==> src/rtl/bch_pkg.sv <==
// outer BCH (3860,3824) code constants, word and parity types, stream struct, phase enum
package bch_pkg;

  //--------------------------------------------------------------------------
  // code dimensions
  //--------------------------------------------------------------------------

  // word width of both streams
  localparam int cDAT_W       = 16;
  // parity bits, also the LFSR width
  localparam int cPAR_W       = 36;
  // 3824 payload bits in 16 bit words
  localparam int cDATA_WORDS  = 239;
  // payload + 2 full parity words + tail word
  localparam int cFRAME_WORDS = 242;

  // generator polynomial, natural order, msb is x^36
  localparam logic [cPAR_W : 0] cGPOLY = 37'h104ACC7845;

  //--------------------------------------------------------------------------
  // types
  //--------------------------------------------------------------------------

  typedef logic [cDAT_W-1 : 0] word_t;
  typedef logic [cPAR_W-1 : 0] par_t;
  typedef logic [7 : 0]        cnt_t;

  // one beat of a word stream
  typedef struct packed {
    logic  val;
    logic  sop;
    word_t dat;
  } bch_stream_t;

  // position of the next word inside the frame
  typedef enum logic [1 : 0] {
    PH_IDLE,
    PH_DATA,
    PH_PARITY,
    PH_TAIL
  } frame_phase_t;

  // tail word: parity 35:34 in bits 9:8, parity 33:32 in bits 1:0, rest zero
  function automatic word_t tail_word(input par_t par);
    tail_word = {6'h0, par[cPAR_W-1 -: 2], 6'h0, par[cPAR_W-3 -: 2]};
  endfunction

endpackage

==> src/rtl/bch_checker.sv <==
// outer BCH parity checker: recompute remainder, compare parity and tail, flag per frame
`timescale 1ns/1ps

module bch_checker (
  input  logic                 iclk,
  input  logic                 ireset,
  input  logic                 iclkena,
  input  bch_pkg::bch_stream_t in_beat,
  output logic                 done,
  output logic                 err
);

  import bch_pkg::*;

  frame_phase_t phase;
  cnt_t         idx;
  logic         last_data;
  logic         last_word;
  logic         clear;
  logic         shift_en;
  logic         chk_beat;
  logic         tail_beat;
  logic         mismatch;
  // any mismatch so far in this frame
  logic         err_acc;
  par_t         rem;
  word_t        exp_word;

  //--------------------------------------------------------------------------
  // same frame tracking chain as the encoder
  //--------------------------------------------------------------------------

  word_counter u_word_counter (
    .iclk      (iclk),
    .ireset    (ireset),
    .iclkena   (iclkena),
    .beat      (in_beat),
    .idx       (idx),
    .last_data (last_data),
    .last_word (last_word)
  );

  frame_fsm u_frame_fsm (
    .iclk      (iclk),
    .ireset    (ireset),
    .iclkena   (iclkena),
    .beat      (in_beat),
    .last_data (last_data),
    .last_word (last_word),
    .phase     (phase)
  );

  assign clear    = in_beat.val & in_beat.sop;
  assign shift_en = in_beat.val & (in_beat.sop | (phase == PH_DATA));

  // remainder is held through the parity and tail words
  bch_lfsr_core u_bch_lfsr_core (
    .iclk       (iclk),
    .ireset     (ireset),
    .iclkena    (iclkena),
    .clear      (clear),
    .shift_en   (shift_en),
    .din        (in_beat.dat),
    .state      (rem),
    .state_next ()
  );

  //--------------------------------------------------------------------------
  // compare
  //--------------------------------------------------------------------------

  // idx still names the current word here
  always_comb begin
    if (phase == PH_TAIL) begin
      exp_word = tail_word(rem);
    end
    else if (idx == cnt_t'(cDATA_WORDS)) begin
      exp_word = rem[cDAT_W-1 : 0];
    end
    else begin
      exp_word = rem[2*cDAT_W-1 : cDAT_W];
    end
  end

  assign chk_beat  = in_beat.val & ~in_beat.sop & ((phase == PH_PARITY) | (phase == PH_TAIL));
  assign tail_beat = in_beat.val & ~in_beat.sop & (phase == PH_TAIL);
  // full word compare, pad bits of the tail included
  assign mismatch  = chk_beat & (in_beat.dat != exp_word);

  always_ff @(posedge iclk or posedge ireset) begin
    if (ireset) begin
      err_acc <= 1'b0;
      done    <= 1'b0;
      err     <= 1'b0;
    end
    else if (iclkena) begin
      done <= tail_beat;
      // result holds until the next frame ends
      if (tail_beat) begin
        err <= err_acc | mismatch;
      end
      if (in_beat.val) begin
        if (in_beat.sop) begin
          err_acc <= 1'b0;
        end
        else if (mismatch) begin
          err_acc <= 1'b1;
        end
      end
    end
  end

endmodule

==> src/rtl/bch_encoder.sv <==
// outer BCH encoder datapath: payload pass, parity and tail insertion, sop/eop
`timescale 1ns/1ps

module bch_encoder (
  input  logic                 iclk,
  input  logic                 ireset,
  input  logic                 iclkena,
  input  bch_pkg::bch_stream_t in_beat,
  output bch_pkg::bch_stream_t out_beat,
  output logic                 eop
);

  import bch_pkg::*;

  frame_phase_t phase;
  logic         last_data;
  logic         last_word;
  logic         data_sel;
  logic         clear;
  logic         shift_en;
  logic         tail_beat;
  // low parity word already sent
  logic         hi_sel;
  par_t         par;
  word_t        code_word;
  logic         oval;
  logic         osop;
  word_t        odat;

  //--------------------------------------------------------------------------
  // frame tracking
  //--------------------------------------------------------------------------

  word_counter u_word_counter (
    .iclk      (iclk),
    .ireset    (ireset),
    .iclkena   (iclkena),
    .beat      (in_beat),
    .idx       (),
    .last_data (last_data),
    .last_word (last_word)
  );

  frame_fsm u_frame_fsm (
    .iclk      (iclk),
    .ireset    (ireset),
    .iclkena   (iclkena),
    .beat      (in_beat),
    .last_data (last_data),
    .last_word (last_word),
    .phase     (phase)
  );

  // payload words, sop beat is word 0 whatever the phase
  assign data_sel  = in_beat.sop | (phase == PH_DATA);
  assign clear     = in_beat.val & in_beat.sop;
  assign shift_en  = in_beat.val & data_sel;
  assign tail_beat = in_beat.val & ~in_beat.sop & (phase == PH_TAIL);

  // remainder holds after word 238, so state_next is the final parity
  bch_lfsr_core u_bch_lfsr_core (
    .iclk       (iclk),
    .ireset     (ireset),
    .iclkena    (iclkena),
    .clear      (clear),
    .shift_en   (shift_en),
    .din        (in_beat.dat),
    .state      (),
    .state_next (par)
  );

  //--------------------------------------------------------------------------
  // output word select
  //--------------------------------------------------------------------------

  always_comb begin
    if (data_sel) begin
      code_word = in_beat.dat;
    end
    else begin
      case (phase)
        PH_PARITY: code_word = hi_sel ? par[2*cDAT_W-1 : cDAT_W] : par[cDAT_W-1 : 0];
        PH_TAIL:   code_word = tail_word(par);
        // words after the tail go out untouched
        default:   code_word = in_beat.dat;
      endcase
    end
  end

  always_ff @(posedge iclk or posedge ireset) begin
    if (ireset) begin
      oval   <= 1'b0;
      osop   <= 1'b0;
      eop    <= 1'b0;
      hi_sel <= 1'b0;
    end
    else if (iclkena) begin
      oval <= in_beat.val;
      osop <= in_beat.val & in_beat.sop;
      eop  <= tail_beat;
      if (in_beat.val) begin
        hi_sel <= ~in_beat.sop & (phase == PH_PARITY) & ~hi_sel;
      end
    end
  end

  // payload register
  always_ff @(posedge iclk) begin
    if (iclkena && in_beat.val) begin
      odat <= code_word;
    end
  end

  assign out_beat = '{val: oval, sop: osop, dat: odat};

endmodule

==> src/rtl/bch_lfsr_core.sv <==
// LFSR remainder register with a 16 bit per cycle division step
`timescale 1ns/1ps

module bch_lfsr_core (
  input  logic           iclk,
  input  logic           ireset,
  input  logic           iclkena,
  input  logic           clear,
  input  logic           shift_en,
  input  bch_pkg::word_t din,
  output bch_pkg::par_t  state,
  output bch_pkg::par_t  state_next
);

  import bch_pkg::*;

  //--------------------------------------------------------------------------
  // the register shifts right, so the taps are the generator reversed
  // x^36 term is implicit and dropped
  //--------------------------------------------------------------------------

  function automatic par_t rev_taps();
    par_t r;
    for (int i = 0; i < cPAR_W; i++) begin
      r[i] = cGPOLY[cPAR_W-1-i];
    end
    return r;
  endfunction

  localparam par_t cTAPS = rev_taps();

  // divide one word into the remainder, bit 0 enters first
  function automatic par_t div_word(input par_t s, input word_t d);
    par_t r;
    logic fb;
    r = s;
    for (int b = 0; b < cDAT_W; b++) begin
      fb = d[b] ^ r[0];
      r  = (r >> 1) ^ (cTAPS & {cPAR_W{fb}});
    end
    return r;
  endfunction

  par_t base;

  // clear restarts from zero, otherwise continue from the held remainder
  always_comb begin
    base       = clear ? '0 : state;
    state_next = shift_en ? div_word(base, din) : base;
  end

  // without clear or shift_en, state_next equals state and the register holds
  always_ff @(posedge iclk or posedge ireset) begin
    if (ireset) begin
      state <= '0;
    end
    else if (iclkena) begin
      state <= state_next;
    end
  end

endmodule

==> src/rtl/bch_outer_codec.sv <==
// outer codec top: BCH encoder on the tx stream, parity checker on the rx stream
`timescale 1ns/1ps

module bch_outer_codec (
  input  logic                 iclk,
  input  logic                 ireset,
  input  logic                 iclkena,
  // transmit side
  input  bch_pkg::bch_stream_t tx_in,
  output bch_pkg::bch_stream_t tx_out,
  output logic                 tx_eop,
  // receive side
  input  bch_pkg::bch_stream_t rx_in,
  output logic                 chk_done,
  output logic                 chk_err
);

  //--------------------------------------------------------------------------
  // encoder, one enabled cycle latency, parity replaces words 239..241
  //--------------------------------------------------------------------------

  bch_encoder u_bch_encoder (
    .iclk     (iclk),
    .ireset   (ireset),
    .iclkena  (iclkena),
    .in_beat  (tx_in),
    .out_beat (tx_out),
    .eop      (tx_eop)
  );

  //--------------------------------------------------------------------------
  // checker, done pulses after word 241, err holds until the next done
  //--------------------------------------------------------------------------

  bch_checker u_bch_checker (
    .iclk    (iclk),
    .ireset  (ireset),
    .iclkena (iclkena),
    .in_beat (rx_in),
    .done    (chk_done),
    .err     (chk_err)
  );

endmodule

==> src/rtl/frame_fsm.sv <==
// frame phase FSM: idle, payload, parity words, tail word
`timescale 1ns/1ps

module frame_fsm (
  input  logic                  iclk,
  input  logic                  ireset,
  input  logic                  iclkena,
  input  bch_pkg::bch_stream_t  beat,
  input  logic                  last_data,
  input  logic                  last_word,
  output bch_pkg::frame_phase_t phase
);

  import bch_pkg::*;

  frame_phase_t phase_next;
  // second parity word is next
  logic         par_hi;
  logic         par_hi_next;

  //--------------------------------------------------------------------------
  // next state, only accepted beats move the FSM
  //--------------------------------------------------------------------------

  always_comb begin
    phase_next  = phase;
    par_hi_next = par_hi;
    if (beat.val) begin
      if (beat.sop) begin
        // sop restarts the frame from any phase
        phase_next  = PH_DATA;
        par_hi_next = 1'b0;
      end
      else begin
        case (phase)
          PH_DATA: begin
            if (last_data) begin
              phase_next = PH_PARITY;
            end
          end
          PH_PARITY: begin
            // word 239 then word 240
            par_hi_next = ~par_hi;
            if (par_hi) begin
              phase_next = PH_TAIL;
            end
          end
          PH_TAIL: begin
            if (last_word) begin
              phase_next = PH_IDLE;
            end
          end
          // trailing words without sop are not part of any frame
          default: phase_next = PH_IDLE;
        endcase
      end
    end
  end

  always_ff @(posedge iclk or posedge ireset) begin
    if (ireset) begin
      phase  <= PH_IDLE;
      par_hi <= 1'b0;
    end
    else if (iclkena) begin
      phase  <= phase_next;
      par_hi <= par_hi_next;
    end
  end

endmodule

==> src/rtl/word_counter.sv <==
// word index within a frame with look-ahead last data / last word flags
`timescale 1ns/1ps

module word_counter (
  input  logic                 iclk,
  input  logic                 ireset,
  input  logic                 iclkena,
  input  bch_pkg::bch_stream_t beat,
  output bch_pkg::cnt_t        idx,
  output logic                 last_data,
  output logic                 last_word
);

  import bch_pkg::*;

  //--------------------------------------------------------------------------
  // idx holds the number of the next word to arrive
  // flags are registered one beat early so users act on the beat itself
  //--------------------------------------------------------------------------

  always_ff @(posedge iclk or posedge ireset) begin
    if (ireset) begin
      idx       <= '0;
      last_data <= 1'b0;
      last_word <= 1'b0;
    end
    else if (iclkena && beat.val) begin
      if (beat.sop) begin
        // sop beat is word 0, next is word 1
        idx       <= cnt_t'(1);
        last_data <= 1'b0;
        last_word <= 1'b0;
      end
      else begin
        // saturate past the frame end so trailing words never wrap
        if (idx != cnt_t'(cFRAME_WORDS)) begin
          idx <= idx + 1'b1;
        end
        // next beat is word 238
        last_data <= (idx == cnt_t'(cDATA_WORDS - 2));
        // next beat is word 241
        last_word <= (idx == cnt_t'(cFRAME_WORDS - 2));
      end
    end
  end

endmodule

==> config.mk <==
export PLATFORM = sky130hd
export DESIGN_NAME = bch_outer_codec
export DESIGN_NICKNAME = d
export VERILOG_FILES = /design/src/rtl/bch_pkg.sv /design/src/rtl/bch_checker.sv /design/src/rtl/bch_encoder.sv /design/src/rtl/bch_lfsr_core.sv /design/src/rtl/bch_outer_codec.sv /design/src/rtl/frame_fsm.sv /design/src/rtl/word_counter.sv
export SDC_FILE = /design/constraint.sdc
export NUM_CORES = 1
export LEC_CHECK = 0
export ABC_CLOCK_PERIOD_IN_PS = 4500
export BUFFER_PORTS_ARGS = -buffer_cell sky130_fd_sc_hd__buf_2
export CAP_MARGIN = 20
export CORE_UTILIZATION = 48
export DETAILED_ROUTE_END_ITERATION = 10
export PLACE_DENSITY = 0.66
export SETUP_SLACK_MARGIN = 0.1
export SLEW_MARGIN = 25
export SYNTH_ARGS = -nofsm -noshare
export SYNTH_HDL_FRONTEND = slang
export SYNTH_SLANG_ARGS = --single-unit
==> constraint.sdc <==
create_clock -name iclk -period 4.5 [get_ports iclk]
set_clock_uncertainty 0.2 [all_clocks]
set_input_delay 0.225 -clock iclk [delete_from_list [all_inputs] [get_ports iclk]]
set_output_delay 0.225 -clock iclk [all_outputs]
set_load 0.005 [all_outputs]
* Word level (Yosys, flattened, before mapping)
Index checks and enable logic that the tools add are counted.
Widths: inputs -> output; s select.
** Word-level totals
- Register bits after elaboration :: 121
- Output and inout bits :: 21
** Operators by class
- Equal/unequal tests :: 20
- Add/sub/neg operators :: 2
- Mux-type cells :: 33
- Bitwise logic cells :: 85
- Reductions and logical operators :: 16
** Operators with widths (number)
- $xor 35x36->36 :: 32
- $mux 36 :: 4
- $mux 16 :: 4
- $eq 8x8->1 const B :: 5
- $mux 8 :: 4
- $pmux 16 s2 :: 1
- $xor 1x1->1 :: 32
- $ne 3x3->1 const B :: 6
- $add 8x1->8 const B :: 2
- $mux 2 :: 8
- $ne 16x16->1 :: 1
- $ne 8x8->1 const B :: 2
- $and 1x1->1 :: 12
- $pmux 2 s3 :: 2
- $mux 1 :: 10
- $reduce_and 5->1 :: 2
- $reduce_bool 2->1 :: 5
- $reduce_and 3->1 :: 3
- $eq 2x2->1 const B :: 4
- $reduce_and 2->1 :: 4
- $not 1->1 :: 5
- $eq 2x1->1 const B :: 2
- $or 1x1->1 :: 4
- $logic_and 1x1->1 :: 2

* Logic depth before layout (Yosys ltp)
- Word-level depth :: 38
- Gate-level depth with buffers :: 11
- Depth with buffers taken out :: 9

* Modules after synthesis
A second synthesis with hierarchy kept.
** Unflattened totals
- Cell total of the unflattened synthesis :: 1256
- Area, all modules :: 12140.4 um^2
** By module, submodules not included
- bch_lfsr_core :: instances 2, area an instance 4113.9 um^2, cells an instance 428
- word_counter :: instances 2, area an instance 706.9 um^2, cells an instance 69
- bch_encoder :: instances 1, area an instance 1129.8 um^2, cells an instance 94
- bch_checker :: instances 1, area an instance 868.3 um^2, cells an instance 118
- frame_fsm :: instances 2, area an instance 250.2 um^2, cells an instance 25

* Worst setup path after synthesis
OpenSTA, ideal clock, no wires.
- Path type :: flip-flop to flip-flop
- Start :: register u_bch_encoder.u_bch_lfsr_core.state[0]
- End :: register u_bch_encoder.odat[0], data pin
- Arrival :: 2.797 ns
- Period minus slack after synthesis :: 3.260 ns
- Buffers on the path :: 1
- Data required time :: 4.037 ns
- Stages on the path, launching flop included :: 10
- Setup slack :: 1.240 ns
- Library setup time :: 0.263 ns
- Cells stage by stage :: dfrtp_1 > buf_2 > xor2_1 > mux2_2 > xnor2_2 > xnor3_2 > xnor3_1 > xnor2_1 > a211oi_1 > o31ai_1
** On the way
- Longest elaborated chain between the ends :: 24
- Elaborated cells between the ends (all ways) :: 27
- Those cells by class :: mux: 5; bitwise: 22
** RTL lines
- start: declaration :: RTL line bch_lfsr_core.sv:11 : output bch_pkg::par_t state,
- start signal: assignment :: RTL line bch_lfsr_core.sv:58 : state <= state_next;
- $mux 36 (*) :: RTL line bch_lfsr_core.sv:48 : base = clear ? '0 : state;
- $xor 1x1->1 :: RTL line bch_lfsr_core.sv:38 : fb = d[b] ^ r[0];
- $xor 35x36->36 (6 in a row) :: RTL line bch_lfsr_core.sv:39 : r = (r >> 1) ^ (cTAPS & {cPAR_W{fb}});
- $xor 1x1->1 / $xor 35x36->36 (equally long branches) :: RTL line bch_lfsr_core.sv:38, bch_lfsr_core.sv:39
- $xor 35x36->36 (2 in a row) :: RTL line bch_lfsr_core.sv:39
- $xor 35x36->36 / $xor 1x1->1 (equally long branches) :: RTL line bch_lfsr_core.sv:39, bch_lfsr_core.sv:38
- $xor 35x36->36 (6 in a row) :: RTL line bch_lfsr_core.sv:39
- $xor 1x1->1 :: RTL line bch_lfsr_core.sv:38
- $xor 35x36->36 :: RTL line bch_lfsr_core.sv:39
- $mux 36 (*) :: RTL line bch_lfsr_core.sv:49 : state_next = shift_en ? div_word(base, din) : base;
- $mux 16 :: RTL line bch_encoder.sv:82 : PH_PARITY: code_word = hi_sel ? par[2*cDAT_W-1 : cDAT_W] : par[cDAT_W-1 : 0];
- $pmux 16 s2 (*) :: RTL line bch_encoder.sv:81 : case (phase)
- $mux 16 (*) :: RTL line bch_encoder.sv:77 : if (data_sel) begin
- net u_bch_encoder.code_word[0] :: RTL line bch_encoder.sv:25 : word_t code_word;
- end signal: assignment :: RTL line bch_encoder.sv:110 : odat <= code_word;
- end: declaration :: RTL line bch_encoder.sv:28 : word_t odat;
Mark *: on every way through the listed nets, which the timed path passes. The rest lies on a longest branch.
A chain may end at the register's enable or synchronous reset.

* Final worst setup path
Same ends and word-level chain as after synthesis.

==> results.md <==
- Syn. warnings: 0
- Die height: about 150 microns
- Layout cells sized above 1: 11.3%
- Setup Viol. Count Final: 0
- I/O Buffers: 59
- CTS Buffer Depth: 2
- Syn Area/Cell: around 9.2 sq um
- Relative slew slack: 34.9%
- R2r startpoint: u_bch_encoder.u_bch_lfsr_core.state[0]
- Wire per inst: ~19 microns
- TritonRoute pass-1 iters: 5
- Post-synthesis adder-cell area fraction: 1.78%
- Post-Route WL: 26.3 mm
- Slew Viols, Final: 0
- Hold path start: tx_in[16]
- HP Class: in2reg
- Die Area: 21100 sq um
- Synthesized area: 9860 sq um
- Synth Area in Simple Gates: 11.4%
- Hpwl dp: 19.1 mm
- Worst R2R End: u_bch_encoder.odat[0]
- Skew-Pair Late Insertion Delay: 0.43 ns
- CP Max Fanout: 7
- Overall routing resource usage: 26.5%
- Final hold violation count: 0
- Crit path time final: 3.66 ns
- Boundary Pins: 60
- Path depth of the worst reg2reg path: 8
- Hold path depth: 2
- Top FF cell, synth: dfrtp_1
- Post-CTS Setup Bufs: 0
- N_diodes: 0
- Asr flop ratio synth: 86.8%
- CTS Buf Count: 17
- GR Overflow Total: 0
- Largest family of logic cells by synthesized area: XOR/XNOR gates
- Hold Path Sink: u_bch_encoder.u_frame_fsm.par_hi
- Post-synthesis mux area share: 2.21%
- Die Wd: 145 microns
- Flop2flop setup slack: ~0.84 ns
- FF+latch count, synth: 121
- Routed vias: roughly 7400
- WP data arrival: between 3 and 4 ns
- Critical Path Start Type: flip-flop
- Initial Utilization: 48.9%
- Outcome: complete, no violations
- Post-synth cell types: 53
- # DRC: 0
- Post-synthesis sequential area ratio: 31.5%
- Antenna violations before repair: 0
- Max Cap Viol: 0
- DRT met1 WL: 12.4 mm
- Met2 wire len: 11.8 mm
- Core Area: roughly 20000 sq um
- Post-Syn Instances: between 1000 and 1500
- FMAX: 273 MHz
- Clock H-tree levels: 4
- Clk Tree Root Cell: clkbuf_16
- CP required: 4.46 ns
- Largest net degree at the start of global routing: 80
- Post-DRT Antenna Nets: 0
- Tightest Pin Transition: 0.976 ns
- Fillers: roughly 1800
- TritonCTS clock tree: yes
- Num rows: 52
- WL met3: 1.46 mm
- RSZ-0062 raised after global routing: no
- Post-synthesis compound-gate area fraction: between 9 and 10%
- Initial DRC count: between 500 and 600
- Worst-path clk slew: 0.06 ns
- Nature of the critical path endpoint: flip-flop
- GP Congestion: roughly 0.97
- Area delta synth->final: 11.5%
- Post-synth EDFFs: 16
- Crit Path Category: reg2reg
- Net Count, Synth: 1122
- Fin nets: between 1000 and 1500
- Vias in the first global route: 7469
- First-pass GRT wire length: 42.7 mm
- Fraction of synthesized cell area in xor and xnor cells: 39.5%
- Via/cell ratio: ~5.4
- Top sig layer: met4
- Clock net sink count: 121
- Fin crit share: 81.3%
- TNS Setup: 0 ns
[timing repair]
| action | in CTS | in global routing |
|---|---|---|
| hold buffers | 11 | 0 |
| gates resized for setup | 0 | 0 |
| hold endpoints to repair | 89 | 0 |
[registers in the layout, summed over array words and instances (netlist names)]
| name | cells |
|---|---|
| u_bch_checker.err | 1 |
| u_bch_encoder.oval | 1 |
| u_bch_encoder.u_word_counter.idx | 8 |
| u_bch_checker.u_bch_lfsr_core.state | 36 |
| u_bch_encoder.u_word_counter.last_word | 1 |
| u_bch_checker.u_word_counter.last_word | 1 |
| u_bch_encoder.u_bch_lfsr_core.state | 36 |
| u_bch_checker.u_frame_fsm.phase | 2 |
| u_bch_checker.err_acc | 1 |
| u_bch_encoder.eop | 1 |
| u_bch_encoder.u_frame_fsm.par_hi | 1 |
| u_bch_checker.u_frame_fsm.par_hi | 1 |
| u_bch_encoder.osop | 1 |
| u_bch_encoder.u_word_counter.last_data | 1 |
| u_bch_checker.u_word_counter.last_data | 1 |
| u_bch_encoder.u_frame_fsm.phase | 2 |
| u_bch_checker.u_word_counter.idx | 8 |
| u_bch_encoder.odat | 16 |
| u_bch_encoder.hi_sel | 1 |
| u_bch_checker.done | 1 |
[worst max-delay path by stage]
| stage | startpoint | endpoint | slack, ns | cells past startpoint |
|---|---|---|---|---|
| final | u_bch_encoder.u_bch_lfsr_core.state[0] | u_bch_encoder.odat[0] | 0.84 | 8 |
| after global routing | u_bch_encoder.u_bch_lfsr_core.state[0] | u_bch_encoder.odat[0] | 0.64 | 8 |
| after floorplan | u_bch_encoder.u_bch_lfsr_core.state[0] | u_bch_encoder.odat[0] | 1.24 | 9 |
| after detailed placement | rx_in[16] | u_bch_checker.u_bch_lfsr_core.state[22] | 0.81 | 9 |
| after CTS | u_bch_encoder.u_bch_lfsr_core.state[0] | u_bch_encoder.odat[0] | 0.85 | 8 |
| after global placement | rx_in[16] | u_bch_checker.u_bch_lfsr_core.state[21] | 0.83 | 9 |
[cell usage in the layout, fill, tap and decap left out, types with 4 or more instances in the layout]
cell and n:
nor2_1 65, clkbuf_16 17, dlygate4sd3_1 11, nor4_1 5, buf_4 11, o21ai_0 112
nand2_1 138, nand4_1 10, edfxtp_1 16, xnor2_2 8, dfrtp_1 105, xor2_1 87
inv_1 18, clkbuf_1 4, and2_1 6, mux2_2 6, ha_1 14, a21oi_1 25
xnor2_1 259, xnor3_1 21, a21boi_0 10, o22ai_1 4, nand3_1 24, xor3_1 6
mux2i_1 15, buf_2 59
[cell type report]
type | instances | area, sq um | area share, %
Sequential cell | 121 | 3110 | 28.3
Clock inverter | 8 | 121 | 1.10
Timing Repair Buffer | 81 | 488 | 4.44
Multi-Input combinational cell | 858 | 6390 | 58.1
Inverter | 20 | 80.1 | 0.728
Clock buffer | 23 | 468 | 4.26
Tap cell | 270 | 338 | 3.07
[worst max-delay path: stages, from the launching register on]
cell and delay, ns:
dfrtp_1 0.56, xor2_1 0.38, mux2_2 0.43, xnor2_2 0.36, xnor3_2 0.53, xnor3_1 0.45
xnor2_1 0.16, a211oi_1 0.25, o31ai_1 0.09
[Yosys cell counts, drive strengths merged, types with 13 or more instances]
library cell    n  share of area (%)
a21boi         13                1.1
a21oi          25                1.3
buf            24                1.3
clkbuf         46                1.8
dfrtp         105                 27
edfxtp         16                4.9
ha             14                1.8
inv            20               0.76
mux2i          15                1.5
nand2         139                5.3
nand3          24                1.2
nor2           66                2.5
o21ai         114                5.8
xnor2         269                 25
xnor3          22                5.0
xor2           88                7.9
[layer usage]
layer	GRT usage, %	vias to the layer above
met1	37.5	3572
li1	-	3547
met5	0	-
met4	10.7	0
met2	40.4	251
met3	4.59	50
[per-stage QoR]
step / std cells / setup WS, ns / hold slack (ns) / area, sq um / util, %
finish: 1381 / 0.843 / 0.0317 / 11000 / 54.5
global route: 1381 / 0.641 / 0.0376 / 11000 / 54.5
CTS: 1381 / 0.850 / 0.0154 / 11000 / 54.5
detailed placement: 1339 / 0.809 / 0.230 / 10300 / 51.1
global placement: 1339 / 0.833 / 0.257 / 10300 / 51.0
floorplan: 1069 / 1.24 / 0.210 / 9860 / -
[logic make-up (layout without fill, tap and decap cells)]
| group | count (synthesis) | after routing |
|---|---|---|
| compound gates | 173 | 173 |
| flops | 121 | 121 |
| xor+xnor | 386 | 386 |
| mux | 21 | 21 |
| simple gates | 264 | 264 |
| fa+ha+maj | 14 | 14 |
| buf+inv | 90 | 132 |
Power is not shown: default switching activity piles up to over one toggle a cycle in this logic, so the estimate is an artifact.
